$ cat src/system_pkg.sv
package system_pkg;

	// Widths that carry a meaning on the system bus
	typedef logic [15:0] bus_addr_t;
	typedef logic [7:0]  bus_data_t;
	typedef logic [15:0] ms_count_t;

	// AXI4-Lite signals driven by the external master
	typedef struct packed {
		logic      awvalid;
		bus_addr_t awaddr;
		logic      wvalid;
		bus_data_t wdata;
		logic      bready;
		logic      arvalid;
		bus_addr_t araddr;
		logic      rready;
	} axi_lite_req_t;

	// AXI4-Lite signals driven by the system
	typedef struct packed {
		logic       awready;
		logic       wready;
		logic       bvalid;
		logic [1:0] bresp;
		logic       arready;
		logic       rvalid;
		bus_data_t  rdata;
		logic [1:0] rresp;
	} axi_lite_rsp_t;

	// One single-cycle access on the internal bus
	typedef struct packed {
		bus_addr_t addr;
		bus_data_t wdata;
		logic      wr;
		logic      rd;
	} bus_access_t;

	typedef enum logic [2:0] {
		region_none,
		region_joystick,
		region_ps2_key,
		region_timer,
		region_pause,
		region_wkram
	} io_region_e;

	typedef enum logic [1:0] {
		st_idle,
		st_read,
		st_read_resp,
		st_write_resp
	} bus_state_e;

	// Memory map pages
	localparam logic [7:0]  joystick_page = 8'h81;
	localparam logic [7:0]  ps2_key_page  = 8'h86;
	localparam logic [7:0]  timer_page    = 8'h89;
	localparam logic [11:0] pause_page    = 12'h8A3;
	localparam logic [1:0]  wkram_top     = 2'b11;

	localparam logic [1:0] resp_okay = 2'b00;

endpackage

$ cat src/bus_controller.sv
`timescale 1ns/1ps

module bus_controller
	import system_pkg::*;
(
	input  logic          clk_24,
	input  logic          reset,
	input  axi_lite_req_t axi_req,
	output axi_lite_rsp_t axi_rsp,
	output bus_access_t   access,
	input  io_region_e    region,
	input  bus_data_t     ram_rdata,
	input  bus_data_t     port_rdata
);

	bus_state_e state;
	io_region_e region_q;
	bus_data_t  rdata_q;
	bus_data_t  read_sel;
	logic       write_accept;
	logic       read_accept;
	logic       write_pending;

	// A write in progress on either channel blocks the read channel
	assign write_pending = axi_req.awvalid || axi_req.wvalid;
	assign write_accept  = (state == st_idle) && axi_req.awvalid && axi_req.wvalid;
	assign read_accept   = (state == st_idle) && axi_req.arvalid && !write_pending;

	always_comb
	begin
		axi_rsp.awready = write_accept;
		axi_rsp.wready  = write_accept;
		axi_rsp.bvalid  = (state == st_write_resp);
		axi_rsp.bresp   = resp_okay;
		axi_rsp.arready = read_accept;
		axi_rsp.rvalid  = (state == st_read_resp);
		axi_rsp.rdata   = rdata_q;
		axi_rsp.rresp   = resp_okay;
	end

	// Internal access lives only in the accept cycle
	always_comb
	begin
		access.addr  = write_accept ? axi_req.awaddr : axi_req.araddr;
		access.wdata = axi_req.wdata;
		access.wr    = write_accept;
		access.rd    = read_accept;
	end

	// Read source by the region seen at accept
	always_comb
	begin
		unique case (region_q)
			region_wkram:
				read_sel = ram_rdata;
			region_joystick, region_ps2_key, region_timer:
				read_sel = port_rdata;
			default:
				read_sel = '0;
		endcase
	end

	always_ff @(posedge clk_24)
	begin
		if (reset)
		begin
			state <= st_idle;
		end
		else
		begin
			unique case (state)
				st_idle:
				begin
					if (write_accept)
						state <= st_write_resp;
					else if (read_accept)
						state <= st_read;
				end
				// RAM and port data settle during this cycle
				st_read:
					state <= st_read_resp;
				st_read_resp:
				begin
					if (axi_req.rready)
						state <= st_idle;
				end
				st_write_resp:
				begin
					if (axi_req.bready)
						state <= st_idle;
				end
				default:
					state <= st_idle;
			endcase
		end
	end

	always_ff @(posedge clk_24)
	begin
		if (read_accept)
			region_q <= region;
		if (state == st_read)
			rdata_q <= read_sel;
	end

	assert property (@(posedge clk_24) disable iff (reset)
		!(axi_rsp.bvalid && axi_rsp.rvalid));

	assert property (@(posedge clk_24) disable iff (reset)
		!(access.wr && access.rd));

endmodule

$ cat config.mk
export PLATFORM = sky130hd
export DESIGN_NAME = bus_controller
export DESIGN_NICKNAME = d
export VERILOG_FILES = /design/src/system_pkg.sv /design/src/bus_controller.sv
export SDC_FILE = /design/constraint.sdc
export NUM_CORES = 1
export LEC_CHECK = 0
export BUFFER_PORTS_ARGS = -buffer_cell sky130_fd_sc_hd__buf_2
export CAP_MARGIN = 20
export CORE_ASPECT_RATIO = 1.1
export CORE_MARGIN = 8
export CORE_UTILIZATION = 35
export DETAILED_ROUTE_END_ITERATION = 8
export GPL_TIMING_DRIVEN = 1
export PLACE_DENSITY_LB_ADDON = 0.25
export SLEW_MARGIN = 20
export SYNTH_ARGS = -nofsm -noshare
export SYNTH_HDL_FRONTEND = slang
export SYNTH_SLANG_ARGS = --single-unit
$ cat constraint.sdc
create_clock -name clk_24 -period 2 [get_ports clk_24]
set_input_delay 0.4 -clock clk_24 [delete_from_list [all_inputs] [get_ports clk_24]]
set_output_delay 0.4 -clock clk_24 [all_outputs]
set_load 0.05 [all_outputs]
==> results.md, run 1 <==
- Vias in the first global route: between 1000 and 1500
- Top-Level Pins: 109
- Fill count: between 200 and 300
- Setup slack, reg-to-reg: roughly 0.52 ns
- CTS tree: built
- Hold-fix buffers, CTS: 0
- Final hold vios: 0
- Util after Layout: 0.515
- First-pass GRT wire length: ~4600 um
- Input/output buffers: 88
- VDD IR max: ~0.00028 V
- Num CTS Buffers: 3
- Final setup violation count: 0
- Area after DPL: ~1400 um2
- Final ANT Viol Nets: 0
- Worst EP required: around 1.6 ns
- RSZ-0062 raised after global routing: no
- Minimum clock period: just under 2 ns
- Worst-margin pin slew: ~0.54 ns
- Sequential-to-total area share from yosys stat: 0.358
- Synth warnings: 0
- DRC violations left: 0
- HPWL Detailed: around 2600 um
- Count of cell types in the netlist: 25
- GRT Residual Overflow: 0
- Critical path class: reg -> out
- Placed cell count: between 150 and 200
- H-tree depth: 1
- Drt pass-1 iters: 4
- Reg2reg end: rdata_q[2]
- Max-slew violations: 0
- Worst setup margin: 0.0776 ns
- Pre-CTS setup slack: between 0.2 and 0.25 ns
- Overall die height: 73.0 um
- Average size of a mapped cell: about 11 um2
- Status: finished, final reports clean
- GPL Wtd Cong: 0.776
- Hold Slack: 0.306 ns
- GRT Total Usage: 0.115
- Antenna violations before repair: 0
- Worst-path clk slew: 0.08 ns
- Final wirelength: roughly 3000 um
- Cell Count, Final, Fillers Out: slightly above 200
- Die width: roughly 68 um
- Slew margin rel.: 0.638
- Post-Syn Area: 1030 um2
- Initial core utilization: 0.369
- Final TNS setup: 0 ns
- Root Buffer: clkbuf_4
- Site row count: 20
- Worst Setup EP: access[20]
- Via/cell ratio: between 4 and 5
- Power Total: roughly 0.85 mW
- HP Class: in -> reg
- Nets: between 200 and 250
- Seq cells post-synth: 13
- Clk_skew: ~0.00092 ns
- Reg2Reg Launch Point: region_q[2]
- Clock buffer depth: 2
- CP startpoint: state[1]
- Share of cells above drive strength 1: 0.680
- Drt initial violations: 6
- CTS sink count: 13
- Ant diodes: 0
- Area Overhead vs Synth: 39.6%
- Crit end category: output pin
- Core Region: 2800 um2
- FF-to-FF path depth: 3
- Finished layout cell area: roughly 1400 um2
- Maxcap violations: 0
- Die Area: ~4900 um2
- Cells after Synth: approximately 90
- Vias: 962
- Routed wire length per instance: ~15 um
- P per Cell Area: 592 nW/um2
- Worst EP arrival: around 1.5 ns
- Critical path startpoint category: register
- Largest net degree at the start of global routing: 12
- Worst skew pair latency: around 0.26 ns
- Leak pwr: between 0.7 and 0.8 nW
- F_max: 520 MHz
- Final period utilization: 0.961
- Largest fanout on the critical path: 11
==> how the worst min path moves through the flow <==
stage / from / endpoint / slack, ns / depth (start not counted)
final: region[2] / region_q[2] / 0.31 / 1
after global routing: reset / state[0] / 0.30 / 2
after CTS: region[2] / region_q[2] / 0.30 / 1
after detailed placement: region[2] / region_q[2] / 0.58 / 1
after global placement: region[2] / region_q[2] / 0.58 / 1
after floorplan: reset / state[1] / 0.47 / 1
==> repair_timing <==
action	4_1_cts	5_1_grt
endpoints found under the setup margin	16	16
resized for setup	0	3
buffers inserted	3	0
hold endpoints to repair	0	0
pin swaps	1	0
==> cell type report <==
| type | count | area, um2 | area share |
|---|---|---|---|
| Multi-Input combinational cell | 59 | 519 | 0.360 |
| Timing Repair Buffer | 91 | 475 | 0.330 |
| Sequential cell | 13 | 373 | 0.258 |
| Tap cell | 33 | 41.3 | 0.0286 |
| Clock buffer | 4 | 26.3 | 0.0182 |
| Inverter | 2 | 7.51 | 0.00520 |
==> cell usage in the layout, fill, tap and decap left out, drive strengths merged, types with 2 or more instances in the layout <==
cell | Yosys | routed
a22o | 8 | 8
buf | 21 | 91
mux2 | 16 | 16
nand3 | 2 | 2
conb | 1 | 4
nor2b | 11 | 11
nor2 | 2 | 2
a21o | 8 | 8
clkbuf | 0 | 4
inv | 2 | 2
dfxtp | 2 | 2
edfxtp | 11 | 11
==> where the power goes <==
| part | total (mW) | switching (mW) | internal, mW |
|---|---|---|---|
| Clock | 0.156 | 0.0794 | 0.0770 |
| Sequential | 0.319 | 0.0102 | 0.309 |
| Combinational | 0.379 | 0.244 | 0.134 |
==> cell families after synthesis <==
family	after synthesis	synth area share
other cells	1	0.00363
simple gates	19	0.121
flops	13	0.358
buf+inv	23	0.155
mux	16	0.200
compound gates	20	0.162
==> state kept, by name, summed over array words and instances (netlist names) <==
register and cells:
rdata_q 8, state 2, region_q 3
==> layer usage <==
layer | vias up | GRT usage | share of wire | wire, um
li1 | 464 | - | - | -
met1 | 416 | 0.131 | 0.40 | 1180
met2 | 76 | 0.185 | 0.47 | 1400
met3 | 6 | 0.0399 | 0.12 | 363
met4 | 0 | 0.0547 | 0.015 | 44
met5 | - | 0 | 0 | 0
==> worst max-delay path, cell delays in order (launching register included) <==
cell	delay [ns]
dfxtp_2	0.36
nor2_4	0.14
nand3_4	0.09
buf_12	0.16
mux2_4	0.29
buf_2	0.21
==> Yosys cell counts, drive strengths merged <==
cell type / count / area share
a211oi: 1 / 0.0073
and2: 1 / 0.0061
a22o: 8 / 0.068
nand2: 1 / 0.0036
a221oi: 1 / 0.015
nand3: 2 / 0.022
and2b: 1 / 0.0073
buf: 21 / 0.15
a21o: 8 / 0.058
nor2: 2 / 0.0097
mux2: 16 / 0.20
o2bb2ai: 1 / 0.0085
nor2b: 11 / 0.067
dfxtp: 2 / 0.039
conb: 1 / 0.0036
edfxtp: 11 / 0.32
nand2b: 1 / 0.0061
a31oi: 1 / 0.0061
inv: 2 / 0.0073
Note: power is estimated with default switching activity, not from simulation.
==> run 2: changes to the inputs <==
--- a/config.mk
+++ b/config.mk
@@ -5,12 +5,14 @@
 export SDC_FILE = /design/constraint.sdc
 export NUM_CORES = 1
 export LEC_CHECK = 0
+export ABC_AREA = 1
 export BUFFER_PORTS_ARGS = -buffer_cell sky130_fd_sc_hd__buf_2
 export CAP_MARGIN = 20
 export CORE_ASPECT_RATIO = 1.1
 export CORE_MARGIN = 8
 export CORE_UTILIZATION = 35
 export DETAILED_ROUTE_END_ITERATION = 8
+export GPL_ROUTABILITY_DRIVEN = 0
 export GPL_TIMING_DRIVEN = 1
 export PLACE_DENSITY_LB_ADDON = 0.25
 export SLEW_MARGIN = 20
==> run 2 against run 1 <==
Compared with the run above: combinational power up 4%; worst hold slack worse by 0.0062 ns; die area down 5.4%; critical endpoint is now access[14]; largest cell class is now non-clock buffers.
==> results.md, run 2 <==
- Most Frequent Cell on Critical Path: nand2_1
- Final setup violation count: 0
- Cell Chain, Critical Path: nor2_2 > nand2_4 > inv_8 > nand2_1 > nand2_1 > buf_2
- Regs by FF count: rdata_q (8), region_q (3), state (2)
- Vias in the first global route: between 1000 and 1500
- Critical path startpoint category: register
- Commonest non-fill, non-tap cells in the layout: buf_2 (78), nand2_1 (50), inv_1 (25)
- Minimum clock period: 1.85 ns
- Worst EP arrival: between 1 and 1.5 ns
- Drt pass-1 iters: 2
- Die Area: roughly 4700 um2
- Final hold vios: 0
- CTS sink count: 13
- Final ANT Viol Nets: 0
- Via/cell ratio: between 4 and 5
- Area share of the largest cell type after synthesis: 0.344
- CP delay by family, top: simple AND/OR/NAND/NOR gates
- First-pass GRT wire length: about 4500 um
- Nets: ~280
- Max reg flops: 8
- Post-synthesis xor/xnor area fraction: 0
- Worst EP required: ~1.6 ns
- Core Region: 2700 um2
- Count of cell types in the netlist: 17
- Post-Synth Adder-Cell Area: 0
- Reg with most FFs: rdata_q
- Max-slew violations: 0
- DRC violations left: 0
- Clock buffer depth: 2
- Crit-path slowest cell: dfxtp_1
- Ant diodes: 0
- Hold Slack: around 0.3 ns
- Overall die height: slightly above 70 um
- Die width: 66.0 um
- Clk_skew: 0.00415 ns
- Status: finished, final reports clean
- Largest fanout on the critical path: 19
- Num CTS Buffers: 3
- Hold-fix buffers, CTS: 0
- Final wirelength: between 2000 and 3000 um
- Net switching power figure: between 0.3 and 0.4 mW
- GRT Residual Overflow: 0
- Fill count: approximately 280
- HPWL Detailed: about 2500 um
- Main combinational cell family by area after synthesis: simple AND/OR/NAND/NOR gates
- Slew margin rel.: 0.576
- WP buf/inv: 2
- Root Buffer: clkbuf_4
- F_max: between 500 and 600 MHz
- Site row count: 20
- Clock network fraction of total power: 0.177
- Input/output buffers: roughly 90
- Vias: around 1000
- Largest net degree at the start of global routing: 20
- Maxcap violations: 0
- Final period utilization: 0.926
- Worst skew pair latency: approximately 0.27 ns
- RSZ-0062 raised after global routing: no
- H-tree depth: 1
- Mux contribution to synthesized area: 0
- Most common cell after layout, fill and taps aside: buf_2
- CTS tree: built
- Sequential-to-total area share from yosys stat: 0.385
- Synth top cells by count: nand2_1 (50), inv_1 (25), buf_4 (18)
- Cells after Synth: about 130
- Most common cell in the netlist: nand2_1
- Post-Syn Area: between 900 and 1000 um2
- Seq pwr share: 0.364
- Routed wire length per instance: around 12 um
- Gate power share: 0.459
- Internal: 0.505 mW
- Leading area contributor after synthesis: edfxtp_1
- Area Overhead vs Synth: 46.2%
- HP Class: in -> reg
- Dominant synthesized flop cell: edfxtp_1
- EDFF count, synth: 11
- VDD IR max: 0.000281 V
- Fraction of registers with async set/reset: 0
- Critical path class: reg -> out
- Drt initial violations: 10
- Initial core utilization: 0.356
- P per Cell Area: 613 nW/um2
- Share of cells above drive strength 1: 0.486
- Crit end category: output pin
- Area contributors post-synth: edfxtp_1 (34%), nand2_1 (20%), buf_4 (14%)
- Top-Level Pins: around 110
- Post-synthesis simple-gate area fraction: 0.277
- Worst-path clk slew: approximately 0.07 ns
- Worst-margin pin slew: around 0.63 ns
- Fraction of the mapped netlist area in compound gates: 0.0651
- GRT Total Usage: 0.116
- Synth warnings: 0
- CP max stage delay: between 0.3 and 0.4 ns
- Antenna violations before repair: 0
- Final TNS setup: 0 ns
- Seq cells post-synth: 13
- Leak pwr: 0.884 nW
- Average size of a mapped cell: approximately 7.2 um2
- Sw Share: 0.414
==> run 2: changes by cell type after synthesis, moves of 2 or more <==
cell / change
nand2_2: +4
mux2_4: -7
nor2_1: +4
a22o_1: -8
mux2_2: -9
nor2b_1: -11
buf_2: -2
nand2_1: +49
a21o_1: -8
inv_1: +23
o22ai_1: +8
==> run 2: cell type report <==
type                    count  area, um2  area share
clock buffers               4       26.3      0.0187
inverters                  26        105      0.0748
multi-input cells          78        344       0.245
flip-flops and latches     13        370       0.264
well taps                  33       41.3      0.0294
repair buffers             95        518       0.369
==> run 2: power groups by stage <==
| stage | clock [mW] | combinational [mW] | sequential [mW] |
|---|---|---|---|
| final | 0.153 | 0.395 | 0.314 |
| after global routing | 0.171 | 0.426 | 0.315 |
| after CTS | 0.162 | 0.374 | 0.314 |
| after detailed placement | 0 | 0.373 | 0.320 |
| after global placement | 0 | 0.374 | 0.320 |
| after floorplan | 0 | 0.303 | 0.343 |
==> run 2: through the flow <==
stage	utilization	worst slack (ns)	total power [mW]	std cells	area, um2
6_report	0.520	0.148	0.862	249	1410
5_1_grt	0.520	0.0424	0.912	249	1410
4_1_cts	0.490	0.0434	0.850	242	1330
3_5_place_dp	0.481	0.256	0.693	238	1300
3_3_place_gp	0.481	0.241	0.694	238	1300
2_1_floorplan	-	0.394	0.647	136	972
==> run 2: path summary, 6_finish.rpt <==
check | start | endpoint | slack (ns) | depth (start not counted)
setup / recovery | state[1] | access[14] | 0.15 | 6
hold / removal | reset | state[1] | 0.30 | 2
setup reg to reg | region_q[1] | rdata_q[1] | 0.66 | 2
hold reg to reg | state[1] | state[1] | 0.63 | 3
==> run 2: routing by layer <==
| layer | track usage | wire [um] | vias up |
|---|---|---|---|
| met5 | 0 | 0 | - |
| met4 | 0.0428 | 16 | 0 |
| met3 | 0.112 | 674 | 2 |
| met2 | 0.180 | 1210 | 77 |
| met1 | 0.101 | 982 | 394 |
| li1 | - | - | 547 |
==> run 2: kinds of logic after synthesis <==
family                 Yosys count
AO/OA/AOI/OAI                   10
buffers and inverters           45
flip-flops                      13
other                            1
AND/OR/NAND/NOR                 64
==> run 2: what timing repair did <==
action | 4_1_cts | 5_1_grt
endpoints found under the hold margin | 0 | 0
setup endpoints to repair | 0 | 16
buffers inserted | 0 | 7
gates resized for setup | 0 | 11
==> run 2: worst reg2reg max path: stages, from the launching register on <==
cell,delay (ns)
edfxtp_1,0.38
o21bai_1,0.52
o22ai_1,0.16
==> run 3: changes to the inputs <==
--- a/config.mk
+++ b/config.mk
@@ -15,7 +15,7 @@
 export GPL_ROUTABILITY_DRIVEN = 0
 export GPL_TIMING_DRIVEN = 1
 export PLACE_DENSITY_LB_ADDON = 0.25
-export SLEW_MARGIN = 20
+export SETUP_SLACK_MARGIN = 0.4
 export SYNTH_ARGS = -nofsm -noshare
 export SYNTH_HDL_FRONTEND = slang
 export SYNTH_SLANG_ARGS = --single-unit
==> run 3 against run 2 <==
Compared with the run above: worst hold slack improved by 0.0046 ns; via count increased by 2.0%; clock skew decreased by 0.0035 ns; core utilization increased by 6.9 points; sequential power about the same; worst setup slack improved by 0.17 ns; power increased by 8.6%; first-iteration DRC count increased by 40%; die area unchanged; flip-flop and latch count unchanged; clock power about the same; count of clock-buffer cells in the layout unchanged; largest cell class unchanged; largest power group unchanged.
==> results.md, run 3 (synthesized netlist as in run 2, its figures left out) <==
- Status: finished, final reports clean
- Commonest non-fill, non-tap cells in the layout: buf_2 (65), nand2_1 (39), inv_1 (24)
- Setup slack, reg-to-reg: 0.64 ns
- Clk_skew: 0.000651 ns
- Antenna violations before repair: 0
- Worst EP arrival: 1.28 ns
- CP startpoint: state[0]
- RSZ-0062 raised after global routing: yes
- Input/output buffers: 88
- Leak pwr: between 0.9 and 1 nW
- Internal: roughly 0.56 mW
- Most common cell after layout, fill and taps aside: buf_2
- Overall die height: ~71 um
- Initial core utilization: 0.356
- Clock buffer depth: 2
- Sw Share: 0.406
- Crit end category: output pin
- H-tree depth: 1
- Final hold vios: 0
- Drt pass-1 iters: 4
- M1 wire length: 1060 um
- Worst-path clk slew: around 0.07 ns
- Max layer used: met4
- Ant diodes: 0
- Final TNS setup: 0 ns
- DRC violations left: 0
- CTS sink count: 13
- Max reg flops: 8
- Pre-CTS setup slack: approximately 0.25 ns
- Maxcap violations: 0
- Root Buffer: clkbuf_4
- Final period utilization: 0.842
- DR WL met3: 558 um
- Nets: 282
- Reg with most FFs: rdata_q
- Worst Setup EP: access[15]
- P per Cell Area: just under 600 nW/um2
- Util after Layout: 0.588
- Drt initial violations: 14
- Via/cell ratio: 4.19
- Final ANT Viol Nets: 0
- Gate power share: 0.500
- Critical path class: reg -> out
- Largest fanout on the critical path: 11
- Worst skew pair latency: around 0.26 ns
- First-pass GRT wire length: roughly 4800 um
- Reg2Reg Launch Point: state[0]
- WL met2: around 1400 um
- Clock network fraction of total power: 0.165
- HP Class: in -> reg
- Seq pwr share: 0.335
- Worst-margin pin slew: between 0.6 and 0.7 ns
- Routed wire length per instance: 12.4 um
- F_max: approximately 590 MHz
- Reg2reg end: rdata_q[6]
- Final setup violation count: 0
- FF-to-FF path depth: 3
- Num CTS Buffers: 3
- Worst EP required: between 1.5 and 2 ns
- GRT Total Usage: 0.127
- Final wirelength: about 3000 um
- Core Region: 2700 um2
- Site row count: 20
- Area Overhead vs Synth: 65.5%
- Net switching power figure: between 0.3 and 0.4 mW
- Top-Level Pins: roughly 110
- Vias: 1040
- GRT Residual Overflow: 0
- VDD IR max: roughly 0.00040 V
- Max-slew violations: 0
- Share of cells above drive strength 1: 0.553
- Worst setup margin: 0.317 ns
- Minimum clock period: roughly 1.7 ns
- Critical path startpoint category: register
- Die width: ~66 um
- Vias in the first global route: approximately 1200
- Slew margin rel.: 0.575
- Largest net degree at the start of global routing: 20
- Regs by FF count: rdata_q (8), region_q (3), state (2)
- HPWL Detailed: around 2500 um
- Die Area: between 4000 and 5000 um2
- CTS tree: built
## run 3: cell count changes in the layout (fill, tap and decap cells not counted), moves of 9 or more
cell / change
nand2_2: +10
buf_2: -13
clkbuf_4: -9
buf_6: +20
nand2_1: -11
## run 3: cell type report
| class | count | area [um2] |
|---|---|---|
| Timing Repair Buffer | 94 | 653 |
| Multi-Input combinational cell | 78 | 384 |
| Tap cell | 33 | 41.3 |
| Sequential cell | 13 | 375 |
| Inverter | 26 | 110 |
| Fill cell | 261 | 1110 |
| Clock buffer | 4 | 26.3 |
## run 3: repair_timing
item                                    4_1_cts  5_1_grt
pin swaps                                     2        3
endpoints found under the setup margin       21       23
gates resized for setup                      45       20
cloned                                        0        0
hold buffers                                  0        0
buffers inserted                              4        2
## run 3: through the flow
stage	instances	area, um2	hold WS, ns	power [mW]
after floorplan	136	985	0.472	0.651
after global placement	238	1310	0.578	0.697
after detailed placement	238	1310	0.578	0.698
after CTS	246	1510	0.285	0.927
after global routing	248	1590	0.277	0.994
final	248	1590	0.304	0.936
## run 3: critical path: stages, from the launching register on
cell and delay, ns:
dfxtp_2 0.34, nor2_4 0.13, nand2_4 0.11, buf_12 0.15, nand2_1 0.06, nand2_1 0.07
buf_6 0.16
## run 3: worst min-delay path by stage
stage / from / endpoint / slack [ns] / depth (start not counted)
after detailed placement: region[0] / region_q[0] / 0.58 / 1
after floorplan: reset / state[1] / 0.47 / 1
after CTS: reset / state[1] / 0.28 / 2
after global routing: region[0] / region_q[0] / 0.28 / 1
after global placement: region[2] / region_q[2] / 0.58 / 1
final: region[0] / region_q[0] / 0.30 / 1
## run 3: power by group through the flow
stage          registers [mW]  logic (mW)  clock network [mW]
6_report                0.313       0.468               0.155
5_1_grt                 0.315       0.496               0.184
4_1_cts                 0.313       0.448               0.165
3_5_place_dp            0.320       0.378                   0
3_3_place_gp            0.320       0.377                   0
2_1_floorplan           0.343       0.307                   0
## run 3: per-layer routing
| layer | global-route usage | up-vias |
|---|---|---|
| met2 | 0.208 | 73 |
| met1 | 0.113 | 410 |
| met3 | 0.0806 | 10 |
| met5 | 0 | - |
| li1 | - | 547 |
| met4 | 0.0760 | 0 |
